==> src/dispatch_cfg_pkg.sv <==
package dispatch_cfg_pkg;

    // Dispatch width and VRF read bandwidth
    localparam int NUM_DP_UOP = 2;
    localparam int NUM_VRF_RD = 4;

    // ROB as seen from dispatch
    localparam int ROB_DEPTH  = 8;
    localparam int ROB_IDX_W  = $clog2(ROB_DEPTH);

    // Datapath widths
    localparam int VLEN       = 64;
    localparam int XLEN       = 32;
    localparam int VREG_IDX_W = 5;
    localparam int RD_PORT_W  = $clog2(NUM_VRF_RD);

    // Vector sources of one uop, in read port allocation order
    localparam int NUM_SRC    = 3;
    localparam int SRC_VS2    = 0;
    localparam int SRC_VS1    = 1;
    localparam int SRC_VD     = 2;

    typedef logic [VREG_IDX_W-1:0] vreg_idx_t;
    typedef logic [VLEN-1:0]       vdata_t;
    typedef logic [ROB_IDX_W-1:0]  rob_idx_t;
    typedef logic [RD_PORT_W-1:0]  rd_port_t;
    typedef logic [XLEN-1:0]       xdata_t;

    // One bit per vector source, indexed by SRC_*
    typedef logic [NUM_SRC-1:0]    src_mask_t;

endpackage

==> src/dispatch_uop_pkg.sv <==
package dispatch_uop_pkg;

    import dispatch_cfg_pkg::*;

    // Target reservation station
    typedef enum logic [0:0] {
        ALU = 1'b0,
        LSU = 1'b1
    } exe_unit_e;

    // Uop as delivered by the uop queue
    typedef struct packed {
        exe_unit_e  exe_unit;
        logic [5:0] funct6;
        logic [2:0] funct3;
        logic       vm;
        vreg_idx_t  vs1;
        logic       vs1_valid;
        vreg_idx_t  vs2;
        logic       vs2_valid;
        vreg_idx_t  vd;
        logic       vs3_valid;   // vd is also read as a source
        logic       vd_valid;    // vd is written
        xdata_t     rs1_data;
        logic       rs1_valid;
        logic       last_uop;
    } uop_t;

    typedef struct packed {
        logic      valid;
        vreg_idx_t w_index;
        logic      w_valid;      // result already written back into the ROB
        vdata_t    w_data;
    } rob_entry_t;

    // Result of the ROB lookup for one uop
    typedef struct packed {
        logic   vs1_hit;
        vdata_t vs1_data;
        logic   vs2_hit;
        vdata_t vs2_data;
        logic   vd_hit;
        vdata_t vd_data;
        logic   stall;
    } raw_info_t;

    typedef struct packed {
        rd_port_t vs1;
        rd_port_t vs2;
        rd_port_t vd;
    } opnd_ports_t;

    typedef struct packed {
        vdata_t vs1;
        vdata_t vs2;
        vdata_t vd;
    } operands_t;

    // Reservation station payload, shared by ALU and LSU
    typedef struct packed {
        rob_idx_t   rob_entry;
        logic [5:0] funct6;
        logic [2:0] funct3;
        logic       vm;
        vdata_t     vs1_data;
        logic       vs1_data_valid;
        vdata_t     vs2_data;
        logic       vs2_data_valid;
        vdata_t     vd_data;
        logic       vd_data_valid;
        xdata_t     rs1_data;
        logic       rs1_valid;
    } rs_uop_t;

    typedef struct packed {
        vreg_idx_t w_index;
        logic      w_valid;
        logic      last_uop;
    } rob_push_t;

endpackage

==> src/dispatch_issue_ctrl.sv <==
module dispatch_issue_ctrl (
    input  logic                                                        clk,
    input  logic                                                        rst_n,
    input  logic [dispatch_cfg_pkg::NUM_DP_UOP-1:0]                     uop_valid,
    input  dispatch_uop_pkg::uop_t [dispatch_cfg_pkg::NUM_DP_UOP-1:0]   uop,
    input  logic [dispatch_cfg_pkg::NUM_DP_UOP-1:0]                     stall,
    input  logic                                                        strct_hazard,
    input  logic [dispatch_cfg_pkg::NUM_DP_UOP-1:0]                     rs_ready_alu,
    input  logic [dispatch_cfg_pkg::NUM_DP_UOP-1:0]                     rs_ready_lsu,
    input  logic [dispatch_cfg_pkg::NUM_DP_UOP-1:0]                     rob_ready,
    output logic [dispatch_cfg_pkg::NUM_DP_UOP-1:0]                     rs_valid_alu,
    output logic [dispatch_cfg_pkg::NUM_DP_UOP-1:0]                     rs_valid_lsu,
    output logic [dispatch_cfg_pkg::NUM_DP_UOP-1:0]                     rob_valid,
    output logic [dispatch_cfg_pkg::NUM_DP_UOP-1:0]                     uop_ready
);

    import dispatch_cfg_pkg::*;
    import dispatch_uop_pkg::*;

    logic [NUM_DP_UOP-1:0] rs_ready;
    logic [NUM_DP_UOP-1:0] slot_ok;
    logic [NUM_DP_UOP-1:0] fire;
    logic                  raw_uop_uop;

    for (genvar i = 0; i < NUM_DP_UOP; i++) begin : gen_slot
        // Ready of the station this uop is headed for
        assign rs_ready[i] = (uop[i].exe_unit == LSU) ? rs_ready_lsu[i] : rs_ready_alu[i];

        assign slot_ok[i]  = uop_valid[i] & ~stall[i] & rs_ready[i] & rob_ready[i];

        assign rs_valid_alu[i] = fire[i] & (uop[i].exe_unit == ALU);
        assign rs_valid_lsu[i] = fire[i] & (uop[i].exe_unit == LSU);
    end

    // Slot 1 reads the register that slot 0 writes in the same cycle
    assign raw_uop_uop = uop[0].vd_valid &
                         ((uop[1].vs1_valid & (uop[1].vs1 == uop[0].vd)) |
                          (uop[1].vs2_valid & (uop[1].vs2 == uop[0].vd)) |
                          (uop[1].vs3_valid & (uop[1].vd  == uop[0].vd)));

    // In order, slot 1 only goes together with slot 0
    assign fire[0] = rst_n & slot_ok[0];
    assign fire[1] = fire[0] & slot_ok[1] & ~strct_hazard & ~raw_uop_uop;

    assign uop_ready = fire;
    assign rob_valid = fire;

    a_in_order : assert property (
        @(posedge clk) disable iff (!rst_n)
        uop_ready[1] |-> uop_ready[0]
    ) else $error("slot 1 accepted without slot 0");

    a_one_station : assert property (
        @(posedge clk) disable iff (!rst_n)
        (rs_valid_alu & rs_valid_lsu) == '0
    ) else $error("uop sent to ALU and LSU at once");

endmodule

==> src/dispatch_operand_sel.sv <==
module dispatch_operand_sel (
    input  dispatch_uop_pkg::raw_info_t                                    raw,
    input  dispatch_uop_pkg::opnd_ports_t                                  ports,
    input  dispatch_cfg_pkg::vdata_t [dispatch_cfg_pkg::NUM_VRF_RD-1:0]    rd_data,
    output dispatch_uop_pkg::operands_t                                    opnds
);

    import dispatch_cfg_pkg::*;
    import dispatch_uop_pkg::*;

    vdata_t vrf_vs1;
    vdata_t vrf_vs2;
    vdata_t vrf_vd;

    // VRF data of the port given to each source
    assign vrf_vs1 = rd_data[ports.vs1];
    assign vrf_vs2 = rd_data[ports.vs2];
    assign vrf_vd  = rd_data[ports.vd];

    // A completed ROB entry is newer than the register file
    assign opnds.vs1 = raw.vs1_hit ? raw.vs1_data : vrf_vs1;
    assign opnds.vs2 = raw.vs2_hit ? raw.vs2_data : vrf_vs2;
    assign opnds.vd  = raw.vd_hit  ? raw.vd_data  : vrf_vd;

endmodule

==> src/dispatch_raw_check.sv <==
module dispatch_raw_check (
    input  dispatch_uop_pkg::uop_t                                     uop,
    input  dispatch_uop_pkg::rob_entry_t [dispatch_cfg_pkg::ROB_DEPTH-1:0] rob_entry,
    output dispatch_uop_pkg::raw_info_t                                raw
);

    import dispatch_cfg_pkg::*;
    import dispatch_uop_pkg::*;

    vreg_idx_t [NUM_SRC-1:0] src_idx;
    src_mask_t               src_rd;
    src_mask_t               found;
    src_mask_t               done;
    src_mask_t               hit;
    vdata_t    [NUM_SRC-1:0] fwd_data;

    // Scan from oldest to youngest so the last match is the youngest writer
    function automatic void rob_lookup(
        input  vreg_idx_t                    idx,
        input  rob_entry_t [ROB_DEPTH-1:0]   entries,
        output logic                         match,
        output logic                         ready,
        output vdata_t                       data
    );
        match = 1'b0;
        ready = 1'b0;
        data  = '0;
        for (int e = 0; e < ROB_DEPTH; e++) begin
            if (entries[e].valid && (entries[e].w_index == idx)) begin
                match = 1'b1;
                ready = entries[e].w_valid;
                data  = entries[e].w_data;
            end
        end
    endfunction

    assign src_idx[SRC_VS2] = uop.vs2;
    assign src_idx[SRC_VS1] = uop.vs1;
    assign src_idx[SRC_VD]  = uop.vd;

    assign src_rd[SRC_VS2]  = uop.vs2_valid;
    assign src_rd[SRC_VS1]  = uop.vs1_valid;
    assign src_rd[SRC_VD]   = uop.vs3_valid;

    always_comb begin
        for (int s = 0; s < NUM_SRC; s++) begin
            rob_lookup(src_idx[s], rob_entry, found[s], done[s], fwd_data[s]);
        end
    end

    assign hit = src_rd & found & done;

    assign raw.vs1_hit  = hit[SRC_VS1];
    assign raw.vs1_data = fwd_data[SRC_VS1];
    assign raw.vs2_hit  = hit[SRC_VS2];
    assign raw.vs2_data = fwd_data[SRC_VS2];
    assign raw.vd_hit   = hit[SRC_VD];
    assign raw.vd_data  = fwd_data[SRC_VD];

    // Producer still in flight
    assign raw.stall    = |(src_rd & found & ~done);

endmodule

==> src/dispatch_read_alloc.sv <==
module dispatch_read_alloc (
    input  dispatch_cfg_pkg::src_mask_t                                     need0,
    input  dispatch_cfg_pkg::src_mask_t                                     need1,
    input  dispatch_cfg_pkg::vreg_idx_t [dispatch_cfg_pkg::NUM_SRC-1:0]     idx0,
    input  dispatch_cfg_pkg::vreg_idx_t [dispatch_cfg_pkg::NUM_SRC-1:0]     idx1,
    output dispatch_cfg_pkg::vreg_idx_t [dispatch_cfg_pkg::NUM_VRF_RD-1:0]  rd_index,
    output dispatch_cfg_pkg::rd_port_t  [dispatch_cfg_pkg::NUM_SRC-1:0]     ports0,
    output dispatch_cfg_pkg::rd_port_t  [dispatch_cfg_pkg::NUM_SRC-1:0]     ports1,
    output logic                                                            strct_hazard
);

    import dispatch_cfg_pkg::*;

    // Wide enough for every source of both slots
    logic [2:0] cnt0;
    logic [2:0] cnt_all;

    always_comb begin
        rd_index = '0;
        ports0   = '0;
        ports1   = '0;
        cnt0     = '0;

        // Slot 0 first, vs2 then vs1 then vd
        for (int s = 0; s < NUM_SRC; s++) begin
            if (need0[s]) begin
                ports0[s]                       = rd_port_t'(cnt0);
                rd_index[cnt0[RD_PORT_W-1:0]]   = idx0[s];
                cnt0                            = cnt0 + 3'd1;
            end
        end

        cnt_all = cnt0;
        for (int s = 0; s < NUM_SRC; s++) begin
            if (need1[s]) begin
                // Reads past the last port are only counted
                if (cnt_all < 3'(NUM_VRF_RD)) begin
                    ports1[s]                        = rd_port_t'(cnt_all);
                    rd_index[cnt_all[RD_PORT_W-1:0]] = idx1[s];
                end
                cnt_all = cnt_all + 3'd1;
            end
        end
    end

    assign strct_hazard = (cnt_all > 3'(NUM_VRF_RD));

    // Slot 0 alone always fits, so the hazard only ever holds back slot 1
    always_comb begin
        a_slot0_fits : assert (cnt0 <= 3'(NUM_VRF_RD))
            else $error("slot 0 needs %0d read ports", cnt0);
    end

endmodule

==> src/rvv_dispatch.sv <==
module rvv_dispatch (
    input  logic                                                            clk,
    input  logic                                                            rst_n,
    // Uop queue
    input  logic [dispatch_cfg_pkg::NUM_DP_UOP-1:0]                         uop_valid,
    input  dispatch_uop_pkg::uop_t [dispatch_cfg_pkg::NUM_DP_UOP-1:0]       uop,
    output logic [dispatch_cfg_pkg::NUM_DP_UOP-1:0]                         uop_ready,
    // ALU reservation station
    output logic [dispatch_cfg_pkg::NUM_DP_UOP-1:0]                         rs_valid_alu,
    output dispatch_uop_pkg::rs_uop_t [dispatch_cfg_pkg::NUM_DP_UOP-1:0]    rs_alu,
    input  logic [dispatch_cfg_pkg::NUM_DP_UOP-1:0]                         rs_ready_alu,
    // LSU reservation station
    output logic [dispatch_cfg_pkg::NUM_DP_UOP-1:0]                         rs_valid_lsu,
    output dispatch_uop_pkg::rs_uop_t [dispatch_cfg_pkg::NUM_DP_UOP-1:0]    rs_lsu,
    input  logic [dispatch_cfg_pkg::NUM_DP_UOP-1:0]                         rs_ready_lsu,
    // ROB
    output logic [dispatch_cfg_pkg::NUM_DP_UOP-1:0]                         rob_valid,
    output dispatch_uop_pkg::rob_push_t [dispatch_cfg_pkg::NUM_DP_UOP-1:0]  rob_push,
    input  logic [dispatch_cfg_pkg::NUM_DP_UOP-1:0]                         rob_ready,
    input  dispatch_cfg_pkg::rob_idx_t                                      rob_index,
    input  dispatch_uop_pkg::rob_entry_t [dispatch_cfg_pkg::ROB_DEPTH-1:0]  rob_entry,
    // VRF, data returns in the same cycle
    output dispatch_cfg_pkg::vreg_idx_t [dispatch_cfg_pkg::NUM_VRF_RD-1:0]  rd_index,
    input  dispatch_cfg_pkg::vdata_t    [dispatch_cfg_pkg::NUM_VRF_RD-1:0]  rd_data
);

    import dispatch_cfg_pkg::*;
    import dispatch_uop_pkg::*;

    raw_info_t   [NUM_DP_UOP-1:0]              raw;
    logic        [NUM_DP_UOP-1:0]              stall;
    src_mask_t   [NUM_DP_UOP-1:0]              need;
    vreg_idx_t   [NUM_DP_UOP-1:0][NUM_SRC-1:0] src_idx;
    rd_port_t    [NUM_DP_UOP-1:0][NUM_SRC-1:0] port_sel;
    opnd_ports_t [NUM_DP_UOP-1:0]              ports;
    operands_t   [NUM_DP_UOP-1:0]              opnds;
    rs_uop_t     [NUM_DP_UOP-1:0]              rs_payload;
    logic                                      strct_hazard;

    for (genvar i = 0; i < NUM_DP_UOP; i++) begin : gen_slot
        dispatch_raw_check u_raw_check (
            .uop       (uop[i]),
            .rob_entry (rob_entry),
            .raw       (raw[i])
        );

        assign stall[i] = raw[i].stall;

        // VRF read requests in allocation order
        assign need[i][SRC_VS2]    = uop[i].vs2_valid;
        assign need[i][SRC_VS1]    = uop[i].vs1_valid;
        assign need[i][SRC_VD]     = uop[i].vs3_valid;
        assign src_idx[i][SRC_VS2] = uop[i].vs2;
        assign src_idx[i][SRC_VS1] = uop[i].vs1;
        assign src_idx[i][SRC_VD]  = uop[i].vd;

        assign ports[i].vs1 = port_sel[i][SRC_VS1];
        assign ports[i].vs2 = port_sel[i][SRC_VS2];
        assign ports[i].vd  = port_sel[i][SRC_VD];

        dispatch_operand_sel u_operand_sel (
            .raw     (raw[i]),
            .ports   (ports[i]),
            .rd_data (rd_data),
            .opnds   (opnds[i])
        );

        // ROB slot wraps with the 3-bit index
        assign rs_payload[i].rob_entry      = rob_index + rob_idx_t'(i);
        assign rs_payload[i].funct6         = uop[i].funct6;
        assign rs_payload[i].funct3         = uop[i].funct3;
        assign rs_payload[i].vm             = uop[i].vm;
        assign rs_payload[i].vs1_data       = opnds[i].vs1;
        assign rs_payload[i].vs1_data_valid = uop[i].vs1_valid;
        assign rs_payload[i].vs2_data       = opnds[i].vs2;
        assign rs_payload[i].vs2_data_valid = uop[i].vs2_valid;
        assign rs_payload[i].vd_data        = opnds[i].vd;
        assign rs_payload[i].vd_data_valid  = uop[i].vs3_valid;
        assign rs_payload[i].rs1_data       = uop[i].rs1_data;
        assign rs_payload[i].rs1_valid      = uop[i].rs1_valid;

        assign rob_push[i].w_index  = uop[i].vd;
        assign rob_push[i].w_valid  = uop[i].vd_valid;
        assign rob_push[i].last_uop = uop[i].last_uop;
    end

    dispatch_read_alloc u_read_alloc (
        .need0        (need[0]),
        .need1        (need[1]),
        .idx0         (src_idx[0]),
        .idx1         (src_idx[1]),
        .rd_index     (rd_index),
        .ports0       (port_sel[0]),
        .ports1       (port_sel[1]),
        .strct_hazard (strct_hazard)
    );

    dispatch_issue_ctrl u_issue_ctrl (
        .clk          (clk),
        .rst_n        (rst_n),
        .uop_valid    (uop_valid),
        .uop          (uop),
        .stall        (stall),
        .strct_hazard (strct_hazard),
        .rs_ready_alu (rs_ready_alu),
        .rs_ready_lsu (rs_ready_lsu),
        .rob_ready    (rob_ready),
        .rs_valid_alu (rs_valid_alu),
        .rs_valid_lsu (rs_valid_lsu),
        .rob_valid    (rob_valid),
        .uop_ready    (uop_ready)
    );

    // Both stations see the same payload, the valids pick the target
    assign rs_alu = rs_payload;
    assign rs_lsu = rs_payload;

endmodule

==> config.mk <==
export PLATFORM = sky130hd
export DESIGN_NAME = rvv_dispatch
export DESIGN_NICKNAME = d
export VERILOG_FILES = /design/src/dispatch_cfg_pkg.sv /design/src/dispatch_uop_pkg.sv /design/src/dispatch_issue_ctrl.sv /design/src/dispatch_operand_sel.sv /design/src/dispatch_raw_check.sv /design/src/dispatch_read_alloc.sv /design/src/rvv_dispatch.sv
export SDC_FILE = /design/constraint.sdc
export NUM_CORES = 2
export LEC_CHECK = 0
export BUFFER_PORTS_ARGS = -buffer_cell sky130_fd_sc_hd__buf_4
export CAP_MARGIN = 20
export CORE_AREA = 5 5 762 764
export DETAILED_ROUTE_END_ITERATION = 10
export DIE_AREA = 0 0 767 769
export MAX_ROUTING_LAYER = met4
export PLACE_DENSITY = 0.3
export SYNTH_ARGS = -nofsm -noshare
export SYNTH_HDL_FRONTEND = slang
export SYNTH_SLANG_ARGS = --single-unit
==> constraint.sdc <==
create_clock -name vclk -period 8.14
set_input_delay 1.628 -clock vclk [all_inputs]
set_output_delay 1.628 -clock vclk [all_outputs]
set_load 0.02 [all_outputs]
==> out/metrics.cfg, run 1 <==
[run_status]
status = aborted with a tool error
lastStage = detailed routing (5_2_route)
error_line = [ERROR DRT-0255] Maze Route cannot find path of net uop[77] in worker of routeBox ( 724500 0 ) ( 767000 48300 ).

[placed_design]
gp_congestion = 0.894
port_buffers = 1706
hpwl_um = 598000

[synth]
netlist_area_um2 = 44000
synth_fp_nets = 8065
synth_top_cell_by_area = buf_4
synth.most_common_cell = nand2_1
seq_area_frac_synth_pct = 0
syn_inst = 7082
yosysTopAreaCellShare_pct = 10.5
synth_area_per_cell_um2 = 6.21
yosys_warnings = 0
synth.top_cells.by_area = buf_4 10%, o21ai_0 7.7%, nand2_1 7.1%, a21oi_1 5.9%, a221oi_1 5.5%
yosys-top-cells-count = 836 x nand2_1, 681 x o21ai_0, 645 x clkbuf_1
synth.distinct_cells = 74

[global_route]
grt_pass1_wl_um = 923000
grt-ovfl-total = 0
antenna_found_initial = 284
grt_max_degree = 77
grt_usage_pct = 25.3
grt_pass1_vias = 66387

[floorplanning]
die_w_um = 767
initial_core_util_pct = 7.69
design.portCount = 1971
die_y_um = 769
fp-row-count = 278

[cts]
cts_resized = 0
cts_setup_buffers = 0
cts_hold_buf = 0

## logic make-up after synthesis
| logic type | count (synthesis) | synth area share (%) |
|---|---|---|
| AO/OA/AOI/OAI | 2984 | 45.1 |
| AND/OR/NAND/NOR | 2004 | 20.4 |
| XOR/XNOR | 260 | 5.18 |
| multiplexers | 359 | 10.4 |
| adder cells (fa/ha/maj) | 18 | 0.529 |
| buffers and inverters | 1457 | 18.3 |
## per-stage QoR
| stage | util (%) | worst slack (ns) | hold WS [ns] | area [um^2] | cells |
|---|---|---|---|---|---|
| global route | 11.4 | 0.0985 | 3.26 | 65100 | 15599 |
| CTS | 11.3 | 0.215 | 3.26 | 64700 | 15459 |
| detailed placement | 11.3 | 0.229 | 3.26 | 64700 | 15459 |
| floorplan | - | 1.42 | 3.34 | 44000 | 7082 |
| global placement | 11.3 | 0.242 | 3.26 | 64700 | 15458 |
## routing by layer
layer and global-route usage, %:
met1 27.7, met2 39.3, met3 10.9, met4 12.4, met5 -
==> inputs of run 2 (changes only) <==
- CORE_AREA: 5 5 762 764 -> 5 5 759 761
- DIE_AREA: 0 0 767 769 -> 0 0 764 766
- MAX_ROUTING_LAYER: met4 -> default
- PLACE_DENSITY: 0.3 -> default
- PLACE_DENSITY_LB_ADDON: default -> 0.15
==> run 2 against run 1 <==
Effect of this change: the flow now finishes without violations; global-route usage down 1.1 points; area after synthesis unchanged; synthesized cell count unchanged.
==> out/metrics.cfg, run 2 <==
[run_status]
status = finished clean

[placed_design]
hpwl_um = 579000
post-place-ws_ns = 0.242
port_buffers = 1706
gp_congestion = 0.876
dpl-instance-area_um2 = 64800

[synth]
yosysTopAreaCellShare_pct = 10.5
synth_top_cell_by_area = buf_4
seq_area_frac_synth_pct = 0
synth_fp_nets = 8065
synth_area_per_cell_um2 = 6.21
synth.distinct_cells = 74
syn_inst = 7082
yosys_warnings = 0
yosys-top-cells-count = 836 x nand2_1, 681 x o21ai_0, 645 x clkbuf_1
synth.top_cells.by_area = buf_4 10%, o21ai_0 7.7%, nand2_1 7.1%, a21oi_1 5.9%, a221oi_1 5.5%
synth.most_common_cell = nand2_1
netlist_area_um2 = 44000

[final_layout]
register_area_um2 = 0
areaGrowthSynthToFinish_pct = 48.1
drive_above_1_share_pct = 33.3
fin_util_pct = 11.5
final_common_cell = buf_4
nets = 8906
seq_cell_count = 0
n_clock_buffer = 0
final_cell_mix = 2158 x buf_4, 819 x nand2_1, 677 x o21ai_0
fill_cells = 66239
final_area_um2 = 65100

[routing]
finalWirelength_um = 753000
firstDrtPassIters = 7
viasPerCell = 4.62
drc = 0
detail-route-antenna-nets = 0
wl_per_cell_um = 48.3
dr.first_iter.drc_count = 10973
via_count = 72112

[cts]
cts_hold_buf = 0
cts_setup_buffers = 0
cts_resized = 0

[worst_hold_path]
min_path_cells = 0
worstHoldPathType = primary input to output pin

[global_route]
grt_use_met2_pct = 39.7
grt_usage_pct = 24.3
antenna_found_initial = 335
use_met3_pct = 8.10
grt_max_degree = 81
grt_pass1_wl_um = 908000
met1_usage_pct = 28.3
grt_most_used_layer = met2
grt_pass1_vias = 66708
grt-ovfl-total = 0

[critical_path]
worstPathRequired_ns = 6.51
cp-end-kind = output pin
worstSetupStartpointType = primary input
cp-startpoint = uop[41]
crit_end = rs_alu[294]
cp.arrival_ns = 6.25
critPathKind = primary input to output pin
cp_max_fo = 13

[floorplanning]
initial_core_util_pct = 7.74
design.portCount = 1971
fp-row-count = 277
die_y_um = 766
core_um2 = 568000
die_w_um = 764
dieArea_um2 = 585000

[sta]
worst_slew_pin_slew_ns = 1.20
fmax_mhz = 127
finalWorstPathRequiredPeriod_ns = 7.88
drv_slew = 0
hold_violations = 0
maxSlewHeadroom_pct = 19.8
rsz0062_at_grt = no
tns_ns = 0
period_share_pct = 96.8
finalSetupViolations = 0
timing.final.ws_setup_ns = 0.259

[flow_run]
drv_cap = 0

## run 2: cell counts after synthesis
Identical to the previous run, type by type.
## run 2: worst min path at each step
stage	start	to	slack, ns
after CTS	uop[54]	rs_alu[229]	3.26
after detailed placement	uop[54]	rs_alu[229]	3.26
after global placement	uop[54]	rs_alu[229]	3.26
after global routing	uop[76]	rs_lsu[252]	3.26
after floorplan	rob_index[0]	rs_alu[479]	3.34
final	uop[58]	rs_lsu[233]	3.26
## run 2: metal layers
| layer | up-vias | routed length (um) |
|---|---|---|
| li1 | 28309 | - |
| met1 | 36265 | 287000 |
| met2 | 5998 | 344000 |
| met3 | 1416 | 76900 |
| met4 | 124 | 44000 |
| met5 | - | 1010 |
## run 2: stage by stage
stage | std cells | hold slack [ns]
final | 15592 | 3.26
after global routing | 15508 | 3.26
after CTS | 15453 | 3.26
after detailed placement | 15453 | 3.26
after global placement | 15451 | 3.26
after floorplan | 7082 | 3.34
## run 2: cells by family (layout without fill, tap and decap cells)
group           after synthesis  in the layout  synth area share [%]
simple gates               2004           2004                  20.4
xor+xnor                    260            260                  5.18
mux                         359            359                  10.4
compound gates             2984           2984                  45.1
fa+ha+maj                    18             18                 0.529
buf+inv                    1457           2296                  18.3
other cells                   0            138                     0
## run 2: layout make-up
cell class | instances | area (um^2) | share of cell area, %
multi-input combinational | 5625 | 36800 | 56.5
inverter | 23 | 96.3 | 0.148
timing repair buffer | 2273 | 18500 | 28.4
tap | 7533 | 9430 | 14.5
antenna | 138 | 345 | 0.530
## run 2: worst max-delay path: stages
cell and delay, ns:
buf_4 0.29, fa_4 0.77, ha_1 0.32, nand2_1 0.05, o21ai_1 0.13, ha_1 0.19, nand2_1 0.10, xor2_1 0.32
nor2b_1 0.08, buf_4 0.17, nand2_4 0.31, buf_12 0.20, buf_4 0.22, mux2_2 0.17, o21ai_0 0.10, o22ai_1 0.75
buf_4 0.34
